$ cat src/uart_link_consts.svh
`ifndef UART_LINK_CONSTS_SVH
`define UART_LINK_CONSTS_SVH

// Serial bit timing
// 8 clocks per bit keeps simulation short
// 48 gives 1 Mbaud from a 48 MHz clock
`define UART_CLKS_PER_BIT 8

// Even parity bit after the data bits when set
`define UART_PARITY_EN 1

// Start, 8 data, parity, stop
`define UART_FRAME_BITS 11

// Quiet period after reset before the link starts
// Around 48000000 for one second on hardware
`define LINK_STARTUP_CYCLES 64

`endif
$ cat src/link_pkg.sv
`default_nettype none

package link_pkg;

    typedef logic [31:0] startup_cnt_t;  // Wide enough for a full second at 48 MHz

    // Controller loop
    typedef enum logic [1:0] {
        STARTUP,    // Quiet period after reset
        SEND,       // Start strobe to the transmitter
        WAIT_BUSY,  // Wait for the frame to begin
        WAIT_IDLE   // Wait for the frame to finish
    } seq_state_t;

    typedef logic [5:0] pin_word_t;  // Low six bits of a received byte

    // Status lights, active low
    typedef struct packed {
        logic red;
        logic green;
        logic blue;
    } status_leds_t;

endpackage

`default_nettype wire

$ cat src/uart_pkg.sv
`include "uart_link_consts.svh"
`default_nettype none

package uart_pkg;

    typedef logic [7:0] uart_byte_t;  // One data byte on the line

    // Bit timing counter, counts 0 .. CLKS_PER_BIT-1
    typedef logic [$clog2(`UART_CLKS_PER_BIT)-1:0] baud_cnt_t;

    typedef logic [2:0] bit_idx_t;  // Data bit position, LSB first

    // Transmit line states
    typedef enum logic [2:0] {
        TX_IDLE, TX_START, TX_DATA, TX_PARITY, TX_STOP
    } tx_state_t;

    // Receive line states
    typedef enum logic [2:0] {
        RX_IDLE, RX_START, RX_DATA, RX_PARITY, RX_STOP
    } rx_state_t;

    // Receiver result, data and parity_error qualified by done
    typedef struct packed {
        uart_byte_t data;
        logic       done;          // Single-cycle pulse
        logic       parity_error;  // Even parity mismatch
    } rx_status_t;

endpackage

`default_nettype wire

$ cat src/uart_link_top.sv
`timescale 1ns/1ps
`default_nettype none

module uart_link_top import uart_pkg::*, link_pkg::*; (
    input  wire          clk,
    input  wire          arst_n,
    input  wire          rx,
    output logic         tx,
    output pin_word_t    pins,
    output status_leds_t leds
);

    rx_status_t rx_status;  // Receiver to sequencer
    uart_byte_t tx_data;
    logic       tx_start;
    logic       tx_busy;    // Transmitter back to sequencer

    // Input side
    uart_rx u_rx (
        .clk       (clk),
        .arst_n    (arst_n),
        .rx        (rx),
        .rx_status (rx_status)
    );

    // Counter loop and status lights
    link_sequencer u_seq (
        .clk       (clk),
        .arst_n    (arst_n),
        .rx_status (rx_status),
        .tx_busy   (tx_busy),
        .tx_data   (tx_data),
        .tx_start  (tx_start),
        .pins      (pins),
        .leds      (leds)
    );

    // Output side
    uart_tx u_tx (
        .clk       (clk),
        .arst_n    (arst_n),
        .tx_data   (tx_data),
        .tx_start  (tx_start),
        .tx        (tx),
        .tx_busy   (tx_busy)
    );

endmodule

`default_nettype wire

$ cat src/uart_tx.sv
`include "uart_link_consts.svh"
`timescale 1ns/1ps
`default_nettype none

module uart_tx import uart_pkg::*; (
    input  wire        clk,
    input  wire        arst_n,
    input  uart_byte_t tx_data,
    input  wire        tx_start,  // Honored only while idle
    output logic       tx,        // Registered serial output
    output logic       tx_busy
);

    tx_state_t  state;
    baud_cnt_t  baud_cnt;
    bit_idx_t   bit_idx;
    uart_byte_t data_q;    // Byte being sent
    logic       parity_q;  // Even parity of data_q
    logic       bit_end;

    assign bit_end = (baud_cnt == baud_cnt_t'(`UART_CLKS_PER_BIT - 1));

    // Byte and parity latched on an accepted start
    always_ff @(posedge clk) begin
        if (tx_start && !tx_busy) begin
            data_q   <= tx_data;
            parity_q <= ^tx_data;
        end
    end

    always_ff @(posedge clk or negedge arst_n) begin
        if (!arst_n) begin
            state    <= TX_IDLE;
            baud_cnt <= '0;
            bit_idx  <= '0;
            tx       <= 1'b1;  // Idle line
            tx_busy  <= 1'b0;
        end else begin
            if (state != TX_IDLE)
                baud_cnt <= bit_end ? '0 : baud_cnt + 1'b1;
            case (state)
                TX_IDLE: begin
                    baud_cnt <= '0;
                    bit_idx  <= '0;
                    if (tx_start) begin
                        state   <= TX_START;
                        tx      <= 1'b0;  // Start bit
                        tx_busy <= 1'b1;
                    end
                end
                TX_START: begin
                    if (bit_end) begin
                        state <= TX_DATA;
                        tx    <= data_q[0];
                    end
                end
                TX_DATA: begin
                    if (bit_end) begin
                        if (bit_idx == 3'd7) begin
                            if (`UART_PARITY_EN != 0) begin
                                state <= TX_PARITY;
                                tx    <= parity_q;
                            end else begin
                                state <= TX_STOP;
                                tx    <= 1'b1;
                            end
                        end else begin
                            bit_idx <= bit_idx + 1'b1;
                            tx      <= data_q[bit_idx + 3'd1];  // Next bit up
                        end
                    end
                end
                TX_PARITY: begin
                    if (bit_end) begin
                        state <= TX_STOP;
                        tx    <= 1'b1;  // Stop bit
                    end
                end
                TX_STOP: begin
                    if (bit_end) begin
                        state   <= TX_IDLE;
                        tx_busy <= 1'b0;  // Frame complete
                    end
                end
                default: state <= TX_IDLE;
            endcase
        end
    end

endmodule

`default_nettype wire

$ cat src/link_sequencer.sv
`include "uart_link_consts.svh"
`timescale 1ns/1ps
`default_nettype none

module link_sequencer import uart_pkg::*, link_pkg::*; (
    input  wire          clk,
    input  wire          arst_n,
    input  rx_status_t   rx_status,
    input  wire          tx_busy,
    output uart_byte_t   tx_data,   // Free-running byte counter
    output logic         tx_start,
    output pin_word_t    pins,
    output status_leds_t leds
);

    localparam logic LED_ON  = 1'b0;
    localparam logic LED_OFF = 1'b1;

    seq_state_t   state;
    startup_cnt_t startup_cnt;
    logic         startup_done;

    // Last cycle of the quiet period
    assign startup_done = (startup_cnt == startup_cnt_t'(`LINK_STARTUP_CYCLES - 1));

    // SEND lasts one cycle, so this is a single pulse
    assign tx_start = (state == SEND);

    always_ff @(posedge clk or negedge arst_n) begin
        if (!arst_n) begin
            state       <= STARTUP;
            startup_cnt <= '0;
            tx_data     <= '0;
        end else begin
            case (state)
                STARTUP: begin
                    if (startup_done) begin
                        state   <= SEND;
                        tx_data <= '0;  // First byte out is zero
                    end else begin
                        startup_cnt <= startup_cnt + 1'b1;
                    end
                end
                SEND: state <= WAIT_BUSY;  // Transmitter idle here, start taken
                WAIT_BUSY: begin
                    if (tx_busy)
                        state <= WAIT_IDLE;
                end
                WAIT_IDLE: begin
                    if (!tx_busy) begin
                        state   <= SEND;
                        tx_data <= tx_data + 1'b1;  // Wraps at 255
                    end
                end
                default: state <= STARTUP;
            endcase
        end
    end

    // Receive capture and status lights
    always_ff @(posedge clk or negedge arst_n) begin
        if (!arst_n) begin
            pins <= '0;
            leds <= '{red: LED_OFF, green: LED_OFF, blue: LED_OFF};
        end else begin
            if (state == STARTUP && startup_done)
                leds.blue <= LED_ON;  // Link is up
            if (rx_status.done) begin
                if (rx_status.parity_error) begin
                    // Pins keep the last good byte
                    if (state != STARTUP) begin
                        leds.red   <= LED_ON;
                        leds.green <= LED_OFF;
                    end
                end else begin
                    pins <= rx_status.data[5:0];
                    if (state != STARTUP) begin  // Lights dark until start-up ends
                        leds.red   <= LED_OFF;
                        leds.green <= LED_ON;
                    end
                end
            end
        end
    end

endmodule

`default_nettype wire

$ cat src/uart_rx.sv
`include "uart_link_consts.svh"
`timescale 1ns/1ps
`default_nettype none

module uart_rx import uart_pkg::*; (
    input  wire        clk,
    input  wire        arst_n,
    input  wire        rx,         // Asynchronous serial input
    output rx_status_t rx_status
);

    logic       rx_meta;   // First synchronizer stage
    logic       rx_sync;   // Safe to use from here on
    rx_state_t  state;
    baud_cnt_t  baud_cnt;
    bit_idx_t   bit_idx;
    uart_byte_t shift_q;   // Assembled byte
    logic       parity_q;  // Received parity bit
    logic       done_q;
    logic       perr_q;
    logic       half_end;
    logic       bit_end;
    logic       perr_calc;

    assign half_end = (baud_cnt == baud_cnt_t'(`UART_CLKS_PER_BIT / 2 - 1));
    assign bit_end  = (baud_cnt == baud_cnt_t'(`UART_CLKS_PER_BIT - 1));

    // Data plus parity bit must XOR to zero
    assign perr_calc = (`UART_PARITY_EN != 0) && (parity_q != ^shift_q);

    // Line idles high
    always_ff @(posedge clk or negedge arst_n) begin
        if (!arst_n) begin
            rx_meta <= 1'b1;
            rx_sync <= 1'b1;
        end else begin
            rx_meta <= rx;
            rx_sync <= rx_meta;
        end
    end

    // Payload path
    always_ff @(posedge clk) begin
        if (state == RX_DATA && bit_end)
            shift_q <= {rx_sync, shift_q[7:1]};  // LSB arrives first
        if (state == RX_PARITY && bit_end)
            parity_q <= rx_sync;
    end

    always_ff @(posedge clk or negedge arst_n) begin
        if (!arst_n) begin
            state    <= RX_IDLE;
            baud_cnt <= '0;
            bit_idx  <= '0;
            done_q   <= 1'b0;
            perr_q   <= 1'b0;
        end else begin
            done_q <= 1'b0;  // Pulse by default low
            case (state)
                RX_IDLE: begin
                    baud_cnt <= '0;
                    bit_idx  <= '0;
                    if (!rx_sync)
                        state <= RX_START;  // Possible start edge
                end
                RX_START: begin
                    if (half_end) begin
                        baud_cnt <= '0;  // Re-centre on mid-bit
                        state    <= rx_sync ? RX_IDLE : RX_DATA;  // Glitch goes back
                    end else begin
                        baud_cnt <= baud_cnt + 1'b1;
                    end
                end
                RX_DATA: begin
                    if (bit_end) begin
                        baud_cnt <= '0;
                        bit_idx  <= bit_idx + 1'b1;
                        if (bit_idx == 3'd7)
                            state <= (`UART_PARITY_EN != 0) ? RX_PARITY : RX_STOP;
                    end else begin
                        baud_cnt <= baud_cnt + 1'b1;
                    end
                end
                RX_PARITY: begin
                    if (bit_end) begin
                        baud_cnt <= '0;
                        state    <= RX_STOP;
                    end else begin
                        baud_cnt <= baud_cnt + 1'b1;
                    end
                end
                RX_STOP: begin
                    if (bit_end) begin
                        baud_cnt <= '0;
                        state    <= RX_IDLE;
                        if (rx_sync) begin  // Low stop bit drops the frame
                            done_q <= 1'b1;
                            perr_q <= perr_calc;
                        end
                    end else begin
                        baud_cnt <= baud_cnt + 1'b1;
                    end
                end
                default: state <= RX_IDLE;
            endcase
        end
    end

    assign rx_status = '{data: shift_q, done: done_q, parity_error: perr_q};

endmodule

`default_nettype wire

$ cat config.mk
export PLATFORM = sky130hd
export DESIGN_NAME = uart_link_top
export DESIGN_NICKNAME = d
export VERILOG_FILES = /design/src/link_pkg.sv /design/src/uart_pkg.sv /design/src/uart_link_top.sv /design/src/uart_tx.sv /design/src/link_sequencer.sv /design/src/uart_rx.sv
export VERILOG_INCLUDE_DIRS = /design/src
export SDC_FILE = /design/constraint.sdc
export NUM_CORES = 1
export LEC_CHECK = 0
export BUFFER_PORTS_ARGS = -buffer_cell sky130_fd_sc_hd__buf_2
export CORE_MARGIN = 2
export CORE_UTILIZATION = 32
export DETAILED_ROUTE_END_ITERATION = 12
export GPL_TIMING_DRIVEN = 0
export SLEW_MARGIN = 25
export SYNTH_ARGS = -nofsm -noshare
export SYNTH_HDL_FRONTEND = slang
export SYNTH_SLANG_ARGS = --single-unit
$ cat constraint.sdc
create_clock -name clk -period 2.7 [get_ports clk]
set_input_delay 0.405 -clock clk [delete_from_list [all_inputs] [get_ports clk]]
set_output_delay 0.405 -clock clk [all_outputs]
set_load 0.005 [all_outputs]
=== Word level (Yosys, flattened, before mapping) ===
Index checks and enable logic that the tools add are counted.

* Bitwise operators: 2
* Order comparisons: 1
* Reduce and logical (&&, ||, !) cells: 32
* Mux-type cells: 50
* Add/sub/neg operators: 6
* Equality and inequality tests: 34

{| class="wikitable"
|+ Operator list
! cell !! number
|-
| 3-bit two-way mux || 20
|-
| 32-bit by 1-bit adder with 32-bit output, second input constant || 1
|-
| 32-bit by 6-bit == test with 1-bit output, second input constant || 1
|-
| 3-bit case mux with 5 select lines || 2
|-
| 2-bit by 1-bit != test with 1-bit output, second input constant || 12
|-
| 3-bit == test, second input constant || 6
|-
| 8-bit two-way mux || 2
|-
| 8-bit case mux with 2 select lines || 1
|-
| 8-bit XOR reduction || 2
|-
| 3-bit by 2-bit == test with 1-bit output, second input constant || 5
|-
| 3-bit AND reduction || 5
|-
| 2-bit two-way mux || 7
|-
| 3-bit by 1-bit adder with 3-bit output, second input constant || 4
|-
| 3-bit case mux with 2 select lines || 2
|-
| 6-bit AND reduction || 2
|-
| 2-bit nonzero test || 6
|-
| 1-bit two-way mux || 11
|-
| 3-bit case mux with 3 select lines || 1
|-
| 8-bit by 1-bit adder with 8-bit output, second input constant || 1
|-
| 2-bit != test, second input constant || 4
|-
| 2-bit case mux with 4 select lines || 1
|-
| 2-bit AND reduction || 4
|-
| 3-bit by 1-bit == test with 1-bit output, second input constant || 2
|-
| 3-bit zero test || 2
|-
| other kinds (15) || 21
|}

* Input port bits: 3
* Word-level logic and storage cells: 148
* Register bits: 93
* Output and inout port bits: 10

=== Depth between registers and ports, before layout ===
Gate-level depths: netlist of the first run.

* Word-level depth: 6
* Gate-level depth with buffers: 8
* Depth with buffers taken out: 7

=== Hierarchy ===
From an unflattened synthesis of the first run, not the netlist that was laid out.

* Cells, all modules: 393
* Area, all modules: 4,675.7 um^2

{| class="wikitable"
|+ By module, submodules not included
! module !! instances !! seq. area each (um^2) !! cells an instance !! area each (um^2)
|-
| link_sequencer || 1 || 1,280.0 || 226 || 2,570.0
|-
| uart_rx || 1 || 598.1 || 87 || 1,088.5
|-
| uart_tx || 1 || 546.8 || 80 || 1,017.2
|}

=== Worst setup path after synthesis of the first run ===
No wires, ideal clock.

* Path kind: register to register
* From: register u_seq.startup_cnt[12]
* To: register u_seq.startup_cnt[1]
* Path slack: 0.727 ns
* Buffers on the path: 1
* Data required time: 2.573 ns
* Period minus slack after synthesis: 1.973 ns
* Arrival time: 1.846 ns
* Setup time: 0.127 ns
* Stages on the path, launching flop included: 6
* Cell sequence: dfrtp_1 nor4_2 nand4_2 o31ai_4 buf_6 mux2_1

* Cells in the longest elaborated chain, start to end: 3

{| class="wikitable"
|+ Ends and longest elaborated chain
! what !! line !! source
|-
| start: declaration || link_sequencer.sv:20 || <nowiki>startup_cnt_t startup_cnt;</nowiki>
|-
| start signal: assignment || link_sequencer.sv:41 || <nowiki>startup_cnt <= startup_cnt + 1'b1;</nowiki>
|-
| 32-bit by 6-bit == test with 1-bit output || link_sequencer.sv:24 || <nowiki>assign startup_done = (startup_cnt == startup_cnt_t'(`LINK_STARTUP_CYCLES - 1));</nowiki>
|-
| 1-bit NOT (no line) || n/a ||
|-
| 2-bit AND reduction (no line) || n/a ||
|}

Every way passes these cells.
A chain may end at the register's enable or synchronous reset.

=== Final worst setup path of the first run ===
* From: register u_seq.startup_cnt[20]
* To: register u_seq.startup_cnt[1]

The elaborated chain is that of the path after synthesis.

==> results of run 1 <==
-- where the power goes --
| group | total, W | switching, W | leakage (nW) | internal, W |
|---|---|---|---|---|
| registers | 0.00149 | 0.0000209 | 1.15 | 0.00147 |
| clock network | 0.00113 | 0.000511 | 0.128 | 0.000623 |
| logic | 0.000247 | 0.000155 | 0.945 | 0.0000920 |
-- worst min path at each step --
| stage | to | depth (start not counted) | slack [ns] | startpoint |
|---|---|---|---|---|
| 4_1_cts | u_rx.rx_meta$_DFF_PN1_ | 1 | 0.15 | rx |
| 2_1_floorplan | u_rx.baud_cnt[0]$_DFFE_PN0P_ | 0 | 0.11 | arst_n |
| 3_5_place_dp | u_tx.bit_idx[2]$_DFFE_PN0P_ | 1 | 0.34 | arst_n |
| 6_report | u_rx.rx_meta$_DFF_PN1_ | 1 | 0.17 | rx |
| 3_3_place_gp | u_rx.rx_sync$_DFF_PN1_ | 0 | 0.35 | u_rx.rx_meta$_DFF_PN1_ |
| 5_1_grt | u_rx.rx_meta$_DFF_PN1_ | 1 | 0.15 | rx |
-- routing by layer --
layer | routed length [um] | GRT usage | vias up
met3 | 248 | 0.0327 | 15
met2 | 3870 | 0.184 | 34
met4 | 185 | 0.0611 | 0
met5 | 0 | 0 | -
li1 | - | - | 1490
met1 | 4070 | 0.162 | 1482
-- cells in the mapped netlist, types with 4 or more instances --
cell / instances / area (sq um)
sky130_fd_sc_hd__edfxtp_1: 18 / 541
sky130_fd_sc_hd__nand2b_1: 6 / 37.5
sky130_fd_sc_hd__clkbuf_1: 10 / 37.5
sky130_fd_sc_hd__nand2_1: 32 / 120
sky130_fd_sc_hd__ha_1: 18 / 225
sky130_fd_sc_hd__xor2_1: 17 / 149
sky130_fd_sc_hd__a21oi_1: 10 / 50.1
sky130_fd_sc_hd__nor2_1: 27 / 101
sky130_fd_sc_hd__mux2_2: 10 / 113
sky130_fd_sc_hd__nand3b_1: 5 / 37.5
sky130_fd_sc_hd__nand4_1: 5 / 31.3
sky130_fd_sc_hd__nor4_1: 8 / 50.1
sky130_fd_sc_hd__inv_1: 12 / 45.0
sky130_fd_sc_hd__nand3_1: 22 / 110
sky130_fd_sc_hd__xnor2_1: 26 / 228
sky130_fd_sc_hd__nor3_1: 16 / 80.1
sky130_fd_sc_hd__o21ai_0: 12 / 60.1
sky130_fd_sc_hd__nor2b_1: 5 / 31.3
sky130_fd_sc_hd__mux2i_1: 4 / 40.0
sky130_fd_sc_hd__nor3b_1: 4 / 30.0
sky130_fd_sc_hd__a22o_1: 4 / 35.0
sky130_fd_sc_hd__dfrtp_1: 69 / 1730
sky130_fd_sc_hd__and3_1: 8 / 50.1
sky130_fd_sc_hd__dfstp_2: 6 / 158
-- layout by cell type, fill, tap and decap left out, types with 11 or more instances in the layout --
cell                       netlist  routed
sky130_fd_sc_hd__edfxtp_1       18      18
sky130_fd_sc_hd__nor3_1         16      15
sky130_fd_sc_hd__buf_2           0      11
sky130_fd_sc_hd__nor2_1         27      27
sky130_fd_sc_hd__o21ai_0        12      12
sky130_fd_sc_hd__dfrtp_1        69      69
sky130_fd_sc_hd__clkbuf_1       10      13
sky130_fd_sc_hd__ha_1           18      18
sky130_fd_sc_hd__nand2_1        32      32
sky130_fd_sc_hd__inv_1          12      12
sky130_fd_sc_hd__nand3_1        22      22
sky130_fd_sc_hd__xor2_1         17      17
sky130_fd_sc_hd__xnor2_1        26      26
-- flip-flops by register name (all words and copies together), names as in the netlist, 2 cells and up --
signal and flops:
u_rx.shift_q 8, u_seq.leds 3, u_tx.baud_cnt 3, u_seq.pins 6, u_tx.state 3, u_rx.bit_idx 3
u_tx.bit_idx 3, u_rx.state 3, u_tx.data_q 8, u_seq.state 2, u_seq.startup_cnt 32, u_rx.baud_cnt 3
u_seq.tx_data 8
-- logic make-up after synthesis --
logic type                 after synthesis
adders and majority gates               18
AOI/OAI and AO/OA                       49
muxes                                   18
DFF                                     93
buffers and inverters                   24
and+or+nand+nor                        156
xor gates and xnor gates                43
-- per-stage QoR --
stage,util,cells
floorplan,-,401
global placement,0.347,593
detailed placement,0.350,594
CTS,0.369,611
global route,0.369,611
finish,0.369,611
-- cell type report --
class / count / area share
Inverter: 12 / 0.00879
Sequential cell: 93 / 0.473
Buffer: 12 / 0.0105
Clock buffer: 12 / 0.0461
Timing Repair Buffer: 14 / 0.0195
Tap cell: 180 / 0.0439
Clock inverter: 4 / 0.00513
Multi-Input combinational cell: 284 / 0.393
-- critical path, stage by stage, from the launching register on --
cell	delay [ns]
sky130_fd_sc_hd__dfrtp_1	0.40
sky130_fd_sc_hd__nor4_1	0.42
sky130_fd_sc_hd__nand3_1	0.28
sky130_fd_sc_hd__o31ai_4	0.57
sky130_fd_sc_hd__buf_6	0.24
sky130_fd_sc_hd__mux2_1	0.33
-- repair_timing --
item | CTS | global route
resized for setup | 0 | 1
setup endpoints to repair | 0 | 2
hold endpoints to repair | 22 | 0
hold buffers | 1 | 0
==> out/metrics.csv, run 1 <==
stage;metric;value;unit
worst_setup_path;internal reg-to-reg setup slack;0.33;ns
timing;setup repair after global routing missed its margin;no;
worst_setup_path;kind of end point of the critical path;flop;
worst_setup_path;destination of the critical timing path;u_seq.startup_cnt[1]$_DFFE_PN0P_;
clocking;Clock Tree Root;sky130_fd_sc_hd__clkbuf_16;
yosys;leading register cell type out of synthesis;sky130_fd_sc_hd__dfrtp_1;
clocking;maximum count of clock buffers along a single path;2;
placement;post-place setup slack;0.282;ns
floorplanning;count of boundary I/O pins;13;
worst_setup_path;nature of the critical path startpoint;flop;
global_route;first-pass GRT wire length;14.4;mm
worst_setup_path;required time at the endpoint of the critical path;2.92;ns
yosys;Yosys reg bits;93;
yosys;Synthesis Warnings;0;
routing;total routed wirelength;8.38;mm
worst_setup_path;R2R depth;5;
floorplanning;overall die width;123;um
finish;multi-input logic area;2010;sq um
routing;per-cell via count in the routed design;4.94;
timing;setup violation total in the final timing report;0;
timing;final clock period utilization by the worst path;0.877;
timing;post-layout worst setup margin;0.333;ns
routing;detailed-route DRC error count;0;
clocking;Skew-Pair Late Insertion Delay;0.34;ns
yosys;fraction of synthesized cell area in xor and xnor cells;0.0831;
clocking;clock transition at the register clock pins on the worst setup and hold paths after CTS;0.06;ns
clocking;Max H-tree Level;3;
yosys;Post-synth EDFFs;18;
global_route;number of antenna violations at the first check in global routing;0;
status;status;complete, no violations;
yosys;share of synthesized flip-flops with an asynchronous set or reset;0.806;
finish;growth of design area from synthesis to finish;13.1;%
min_path;path category of the worst min-delay check;primary input to flop;
floorplanning;placeable core region;13900;sq um
placement;post-DP HPWL;6.01;mm
global_route;maximum number of pins on one net before global-route repair;53;
placement;port bufs;12;
yosys;multiplexer area fraction after synthesis;0.0486;
placement;Post-Place Cell Area;4850;sq um
yosys;Synthesized Nets;422;
floorplanning;number of core rows;43;
floorplanning;Die Y;123;um
floorplanning;die area;15100;sq um
timing;worst hold slack across all endpoints;0.167;ns
power;total power;0.00287;W
timing;final total negative setup slack;0;ns
global_route;GRT Residual Overflow;0;
routing;starting DRC count in detailed routing;183;
yosys;combined area of all synthesized cells;4530;sq um
yosys;synthesized-area fraction occupied by and/or/nand/nor cells;0.185;
finish;number of diodes;0;
power;Max VDD drop;0.393;mV
yosys;average instance area after synthesis;11.3;sq um
yosys;dominant combinational cell family by area after synthesis;simple AND/OR/NAND/NOR gates;
worst_setup_path;Worst Setup SP;u_seq.startup_cnt[20]$_DFFE_PN0P_;
timing;final slew viol count;0;
global_route;number of global-route vias before repair;3002;
yosys;Distinct cells, synth;57;
finish;share of post-route cells with drive strength above 1;0.139;
finish;area of all sequential standard cells;2420;sq um
flow_run;MaxCap Viol Count;0;
clocking;# Post-CTS Setup Buffers;0;
clocking;clock tree from TritonCTS;yes;
timing;clock period minus worst slack;2.37;ns
timing;count of endpoints failing hold in the final timing report;0;
routing;number of iterations in the first detailed-routing pass;4;
worst_setup_path;maximum fanout along the worst path;10;
worst_setup_path;WP data arrival;2.58;ns
routing;via count;3021;
floorplanning;initial core utilization;0.326;
clocking;TritonCTS Buffers;9;
worst_setup_path;launch instance of the worst register-to-register path;u_seq.startup_cnt[20]$_DFFE_PN0P_;
routing;average wire per cell in the routed design;13.7;um
finish;Fillers;1385;
timing;worst setup skew after layout;0.00870;ns
routing;post-route ant nets;0;
yosys;synthesized-area fraction occupied by ao, oa, aoi and oai cells;0.0770;
finish;nets;447;
yosys;sequential fraction of the synthesis area;0.535;
power;static power due to leakage;2.22;nW
worst_setup_path;class of the most critical setup path;flop to flop;
yosys;post-synthesis cell count;401;
timing;slew at the pin closest to its max-slew limit;0.767;ns
timing;maximum frequency from static timing analysis;423;MHz
finish;Post-Layout Inst Area;5130;sq um
power;Pwr Density;560;nW/um^2
timing;Slew Limit Headroom;0.486;
placement;placer congestion estimate;0.786;
clocking;Num Clock Sinks;93;
worst_setup_path;Worst R2R End;u_seq.startup_cnt[1]$_DFFE_PN0P_;
yosys;adder-cell share of the synthesized area;0.0497;
global_route;total track usage;0.122;
(Power assumes the default switching activity.)
==> run 2, diff against run 1 <==
CORE_MARGIN = unset   (was 2)
==> out/metrics.csv, run 2 (synthesized netlist as in run 1, its figures left out) <==
stage;metric;value;unit
routing;starting DRC count in detailed routing;219;
placement;port bufs;12;
floorplanning;number of core rows;43;
global_route;total track usage;0.130;
flow_run;MaxCap Viol Count;0;
global_route;maximum number of pins on one net before global-route repair;42;
worst_setup_path;maximum fanout along the worst path;10;
worst_setup_path;WP data arrival;2.77;ns
timing;worst hold slack across all endpoints;0.0195;ns
clocking;cts hold-fix bufs;0;
finish;share of post-route cells with drive strength above 1;0.142;
power;static power due to leakage;2.24;nW
worst_setup_path;class of the most critical setup path;flop to flop;
placement;placer congestion estimate;0.798;
clocking;clock transition at the register clock pins on the worst setup and hold paths after CTS;0.06;ns
timing;post-layout worst setup margin;0.202;ns
floorplanning;initial core utilization;0.328;
finish;nets;446;
timing;final total negative setup slack;0;ns
finish;Post-Layout Inst Area;5170;sq um
floorplanning;Die Y;121;um
worst_setup_path;nature of the critical path startpoint;flop;
timing;worst setup skew after layout;0.0110;ns
timing;count of endpoints failing hold in the final timing report;0;
floorplanning;placeable core region;13800;sq um
finish;number of diodes;0;
clocking;maximum count of clock buffers along a single path;2;
min_path;path category of the worst min-delay check;primary input to async pin;
global_route;GRT Residual Overflow;0;
clocking;# Post-CTS Setup Buffers;0;
floorplanning;overall die width;121;um
placement;post-place setup slack;0.244;ns
status;status;complete, no violations;
worst_setup_path;Worst Setup SP;u_seq.state[0]$_DFFE_PN0P_;
finish;growth of design area from synthesis to finish;14.0;%
timing;clock period minus worst slack;2.50;ns
timing;setup repair after global routing missed its margin;no;
global_route;number of antenna violations at the first check in global routing;0;
clocking;Max H-tree Level;3;
placement;Post-Place Cell Area;4840;sq um
clocking;Num Clock Sinks;93;
timing;Slew Limit Headroom;0.453;
routing;via count;3065;
clocking;total of cells resized after clock tree synthesis;0;
finish;commonest non-fill, non-tap cell in the layout;sky130_fd_sc_hd__dfrtp_1;
finish;most frequent cells in the layout;69 x sky130_fd_sc_hd__dfrtp_1, 32 x sky130_fd_sc_hd__nand2_1, 27 x sky130_fd_sc_hd__nor2_1;
finish;most flop-heavy register;u_seq.startup_cnt;
placement;post-DP HPWL;5.98;mm
power;total power;0.00312;W
routing;detailed-route DRC error count;0;
routing;post-route ant nets;0;
clocking;TritonCTS Buffers;9;
finish;flip-flop count of the largest register after layout;32;
worst_setup_path;kind of end point of the critical path;flop;
timing;setup violation total in the final timing report;0;
power;Max VDD drop;0.278;mV
floorplanning;die area;14600;sq um
worst_setup_path;required time at the endpoint of the critical path;2.97;ns
timing;final clock period utilization by the worst path;0.925;
timing;slew at the pin closest to its max-slew limit;0.815;ns
clocking;clock tree from TritonCTS;yes;
routing;total routed wirelength;8.42;mm
floorplanning;count of boundary I/O pins;13;
global_route;number of global-route vias before repair;3074;
timing;final slew viol count;0;
global_route;first-pass GRT wire length;14.8;mm
clocking;Clock Tree Root;sky130_fd_sc_hd__clkbuf_16;
routing;per-cell via count in the routed design;5.02;
routing;average wire per cell in the routed design;13.8;um
power;Pwr Density;605;nW/um^2
clocking;Skew-Pair Late Insertion Delay;0.35;ns
worst_setup_path;launch instance of the worst register-to-register path;u_seq.state[0]$_DFFE_PN0P_;
routing;number of iterations in the first detailed-routing pass;4;
timing;maximum frequency from static timing analysis;400;MHz
run 2: path summary, 6_finish.rpt:
kind                       cells past startpoint  slack, ns                                end
min                                            1       0.02          u_seq.pins[0]$_DFFE_PN0P_
max reg2reg                                    8       0.20  u_seq.startup_cnt[29]$_DFFE_PN0P_
max in group asynchronous                      2       2.04          u_seq.leds[0]$_DFFE_PN1P_
max                                            8       0.20  u_seq.startup_cnt[29]$_DFFE_PN0P_
min reg2reg                                    0       0.36             u_rx.rx_sync$_DFF_PN1_
min in group clk                               1       0.15             u_rx.rx_meta$_DFF_PN1_
run 2: stage by stage:
stage / cells / util
finish: 610 / 0.374
global route: 610 / 0.374
CTS: 610 / 0.374
detailed placement: 594 / 0.350
global placement: 593 / 0.348
floorplan: 401 / -
run 2: area by class of cell:
class	count	area, sq um
fill	1323	8660
sequential	93	2420
multi-input combinational	284	2010
clock buffer	9	225
tap	180	225
clock inverter	7	96.3
timing repair buffer	13	82.6
buffer	12	52.6
inverter	12	45.0
run 2: per-layer routing:
layer  wire, um  GRT usage  vias to the layer above
met4        108     0.0494                        0
li1           -          -                     1486
met2       3950      0.199                       50
met3        318     0.0367                       10
met1       4040      0.174                     1519
met5          0          0                        -
run 2: critical path, stage by stage, from the launching register on:
cell                       delay [ns]
sky130_fd_sc_hd__dfrtp_1         0.40
sky130_fd_sc_hd__inv_1           0.11
sky130_fd_sc_hd__ha_1            0.32
sky130_fd_sc_hd__buf_1           0.50
sky130_fd_sc_hd__nand2_1         0.15
sky130_fd_sc_hd__nor3_1          0.26
sky130_fd_sc_hd__nand3b_1        0.24
sky130_fd_sc_hd__nor3_1          0.27
sky130_fd_sc_hd__xor2_1          0.17
run 2: report_power, final:
part           leakage [nW]  total, W  switching, W  internal, W
Combinational         0.936  0.000252      0.000162    0.0000900
Sequential             1.15   0.00149     0.0000205      0.00147
Clock                 0.157   0.00138      0.000565     0.000817
Total                  2.24   0.00312      0.000748      0.00238
==> run 3, diff against run 2 <==
CORE_UTILIZATION = 38   (was 32)
SETUP_SLACK_MARGIN = 0.3   (was unset)
==> out/metrics.csv, run 3 (synthesized netlist as in run 1, its figures left out) <==
stage;metric;value;unit
placement;post-DP HPWL;5.85;mm
power;Max VDD drop;0.381;mV
routing;number of iterations in the first detailed-routing pass;4;
finish;commonest non-fill, non-tap cell in the layout;sky130_fd_sc_hd__dfrtp_1;
clocking;Clock Tree Root;sky130_fd_sc_hd__clkbuf_16;
global_route;number of global-route vias before repair;3069;
finish;growth of design area from synthesis to finish;13.1;%
finish;Post-Layout Inst Area;5120;sq um
timing;worst setup skew after layout;0.0118;ns
worst_setup_path;class of the most critical setup path;flop to flop;
routing;average wire per cell in the routed design;14.7;um
clocking;clock tree from TritonCTS;yes;
worst_setup_path;nature of the critical path startpoint;flop;
timing;slew at the pin closest to its max-slew limit;0.787;ns
worst_setup_path;maximum fanout along the worst path;5;
floorplanning;Die Y;111;um
power;switching power;0.000700;W
power;proportion of power drawn by the clock network;0.415;
worst_setup_path;internal reg-to-reg setup slack;0.49;ns
clocking;clock transition at the register clock pins on the worst setup and hold paths after CTS;0.06;ns
finish;Fillers;1084;
timing;final clock period utilization by the worst path;0.818;
worst_setup_path;kind of end point of the critical path;flop;
timing;final total negative setup slack;0;ns
flow_run;MaxCap Viol Count;0;
finish;most flop-heavy register;u_seq.startup_cnt;
power;internal power consumption;0.00227;W
placement;port bufs;12;
global_route;number of antenna violations at the first check in global routing;0;
placement;placer congestion estimate;0.784;
finish;number of diodes;0;
finish;flip-flop count of the largest register after layout;32;
clocking;TritonCTS Buffers;9;
timing;Slew Limit Headroom;0.472;
worst_setup_path;required time at the endpoint of the critical path;2.96;ns
timing;final slew viol count;0;
status;status;complete, no violations;
timing;count of endpoints failing hold in the final timing report;0;
worst_setup_path;WP data arrival;2.47;ns
clocking;Num Clock Sinks;93;
floorplanning;overall die width;111;um
routing;post-route ant nets;0;
routing;per-cell via count in the routed design;5.24;
power;total power;0.00297;W
clocking;Skew-Pair Late Insertion Delay;0.34;ns
finish;nets;450;
power;Pwr Density;581;nW/um^2
power;switching part of the total;0.235;
finish;share of post-route cells with drive strength above 1;0.147;
timing;setup violation total in the final timing report;0;
floorplanning;placeable core region;11500;sq um
min_path;WHS Path Cells;1;
global_route;first-pass GRT wire length;14.9;mm
global_route;maximum number of pins on one net before global-route repair;53;
min_path;path category of the worst min-delay check;primary input to flop;
power;logic gate share of total power;0.084;
routing;total routed wirelength;8.48;mm
finish;multi-input logic area;2010;sq um
worst_setup_path;R2R depth;7;
timing;clock period minus worst slack;2.21;ns
timing;maximum frequency from static timing analysis;453;MHz
global_route;total track usage;0.152;
finish;area of all sequential standard cells;2420;sq um
power;static power due to leakage;2.24;nW
power;register share of total power;0.501;
timing;setup repair after global routing missed its margin;no;
routing;via count;3023;
routing;detailed-route DRC error count;0;
global_route;GRT Residual Overflow;0;
floorplanning;count of boundary I/O pins;13;
routing;starting DRC count in detailed routing;134;
floorplanning;number of core rows;39;
finish;count of placed standard cells in the final layout, fillers left out;577;
placement;Placed Instances;557;
floorplanning;initial core utilization;0.394;
clocking;Max H-tree Level;3;
floorplanning;die area;12400;sq um
placement;Post-Place Cell Area;4810;sq um
finish;most frequent cells in the layout;69 x sky130_fd_sc_hd__dfrtp_1, 32 x sky130_fd_sc_hd__nand2_1, 27 x sky130_fd_sc_hd__nor2_1;
clocking;maximum count of clock buffers along a single path;2;
run 3: metrics by stage:
step | setup slack [ns] | utilization | hold slack, ns
global placement | 0.295 | 0.414 | 0.351
detailed placement | 0.292 | 0.417 | 0.342
floorplan | 0.727 | - | 0.109
finish | 0.490 | 0.445 | 0.166
global route | 0.322 | 0.445 | 0.151
CTS | 0.346 | 0.443 | 0.149
run 3: final timing paths:
path,startpoint,end
min in group asynchronous,arst_n,u_tx.baud_cnt[2]$_DFF_PN0_
min,rx,u_rx.rx_meta$_DFF_PN1_
max reg2reg,u_seq.state[0]$_DFFE_PN0P_,u_seq.startup_cnt[30]$_DFFE_PN0P_
max,u_seq.state[0]$_DFFE_PN0P_,u_seq.startup_cnt[30]$_DFFE_PN0P_
min reg2reg,u_rx.rx_meta$_DFF_PN1_,u_rx.rx_sync$_DFF_PN1_
max in group asynchronous,arst_n,u_rx.rx_meta$_DFF_PN1_
run 3: area by class of cell:
type                            instances  area share
Sequential cell                        93       0.473
Multi-Input combinational cell        284       0.393
Clock buffer                           11      0.0454
Tap cell                              143      0.0349
Timing Repair Buffer                   17      0.0239
Buffer                                 12      0.0105
Clock inverter                          5      0.0100
Inverter                               12     0.00879
run 3: power groups by stage:
stage | clock, W | sequential, W | combinational (W)
final | 0.00123 | 0.00149 | 0.000251
after global routing | 0.00133 | 0.00149 | 0.000298
after CTS | 0.00128 | 0.00149 | 0.000255
after detailed placement | 0 | 0.00152 | 0.000253
after global placement | 0 | 0.00152 | 0.000238
after floorplan | 0 | 0.00151 | 0.000180
run 3: what timing repair did:
action | 4_1_cts | 5_1_grt
setup endpoints to repair | 2 | 16
resized for setup | 1 | 0
setup buffers | 0 | 3
hold endpoints to repair | 20 | 0
gates cloned | 0 | 0
pin swaps | 0 | 1
hold buffers | 1 | 0
run 3: critical path, stage by stage (launching register included):
cell	delay, ns
sky130_fd_sc_hd__dfrtp_1	0.40
sky130_fd_sc_hd__inv_1	0.11
sky130_fd_sc_hd__ha_1	0.30
sky130_fd_sc_hd__nand4_1	0.13
sky130_fd_sc_hd__or4_1	0.49
sky130_fd_sc_hd__nor3_1	0.32
sky130_fd_sc_hd__and3_1	0.22
sky130_fd_sc_hd__xor2_1	0.14
run 3: per-layer routing:
layer / up-vias / share of wire / GRT usage
li1: 1498 / - / -
met1: 1479 / 0.47 / 0.194
met2: 34 / 0.48 / 0.243
met3: 12 / 0.036 / 0.0432
met4: 0 / 0.016 / 0.0649
met5: - / 0 / 0
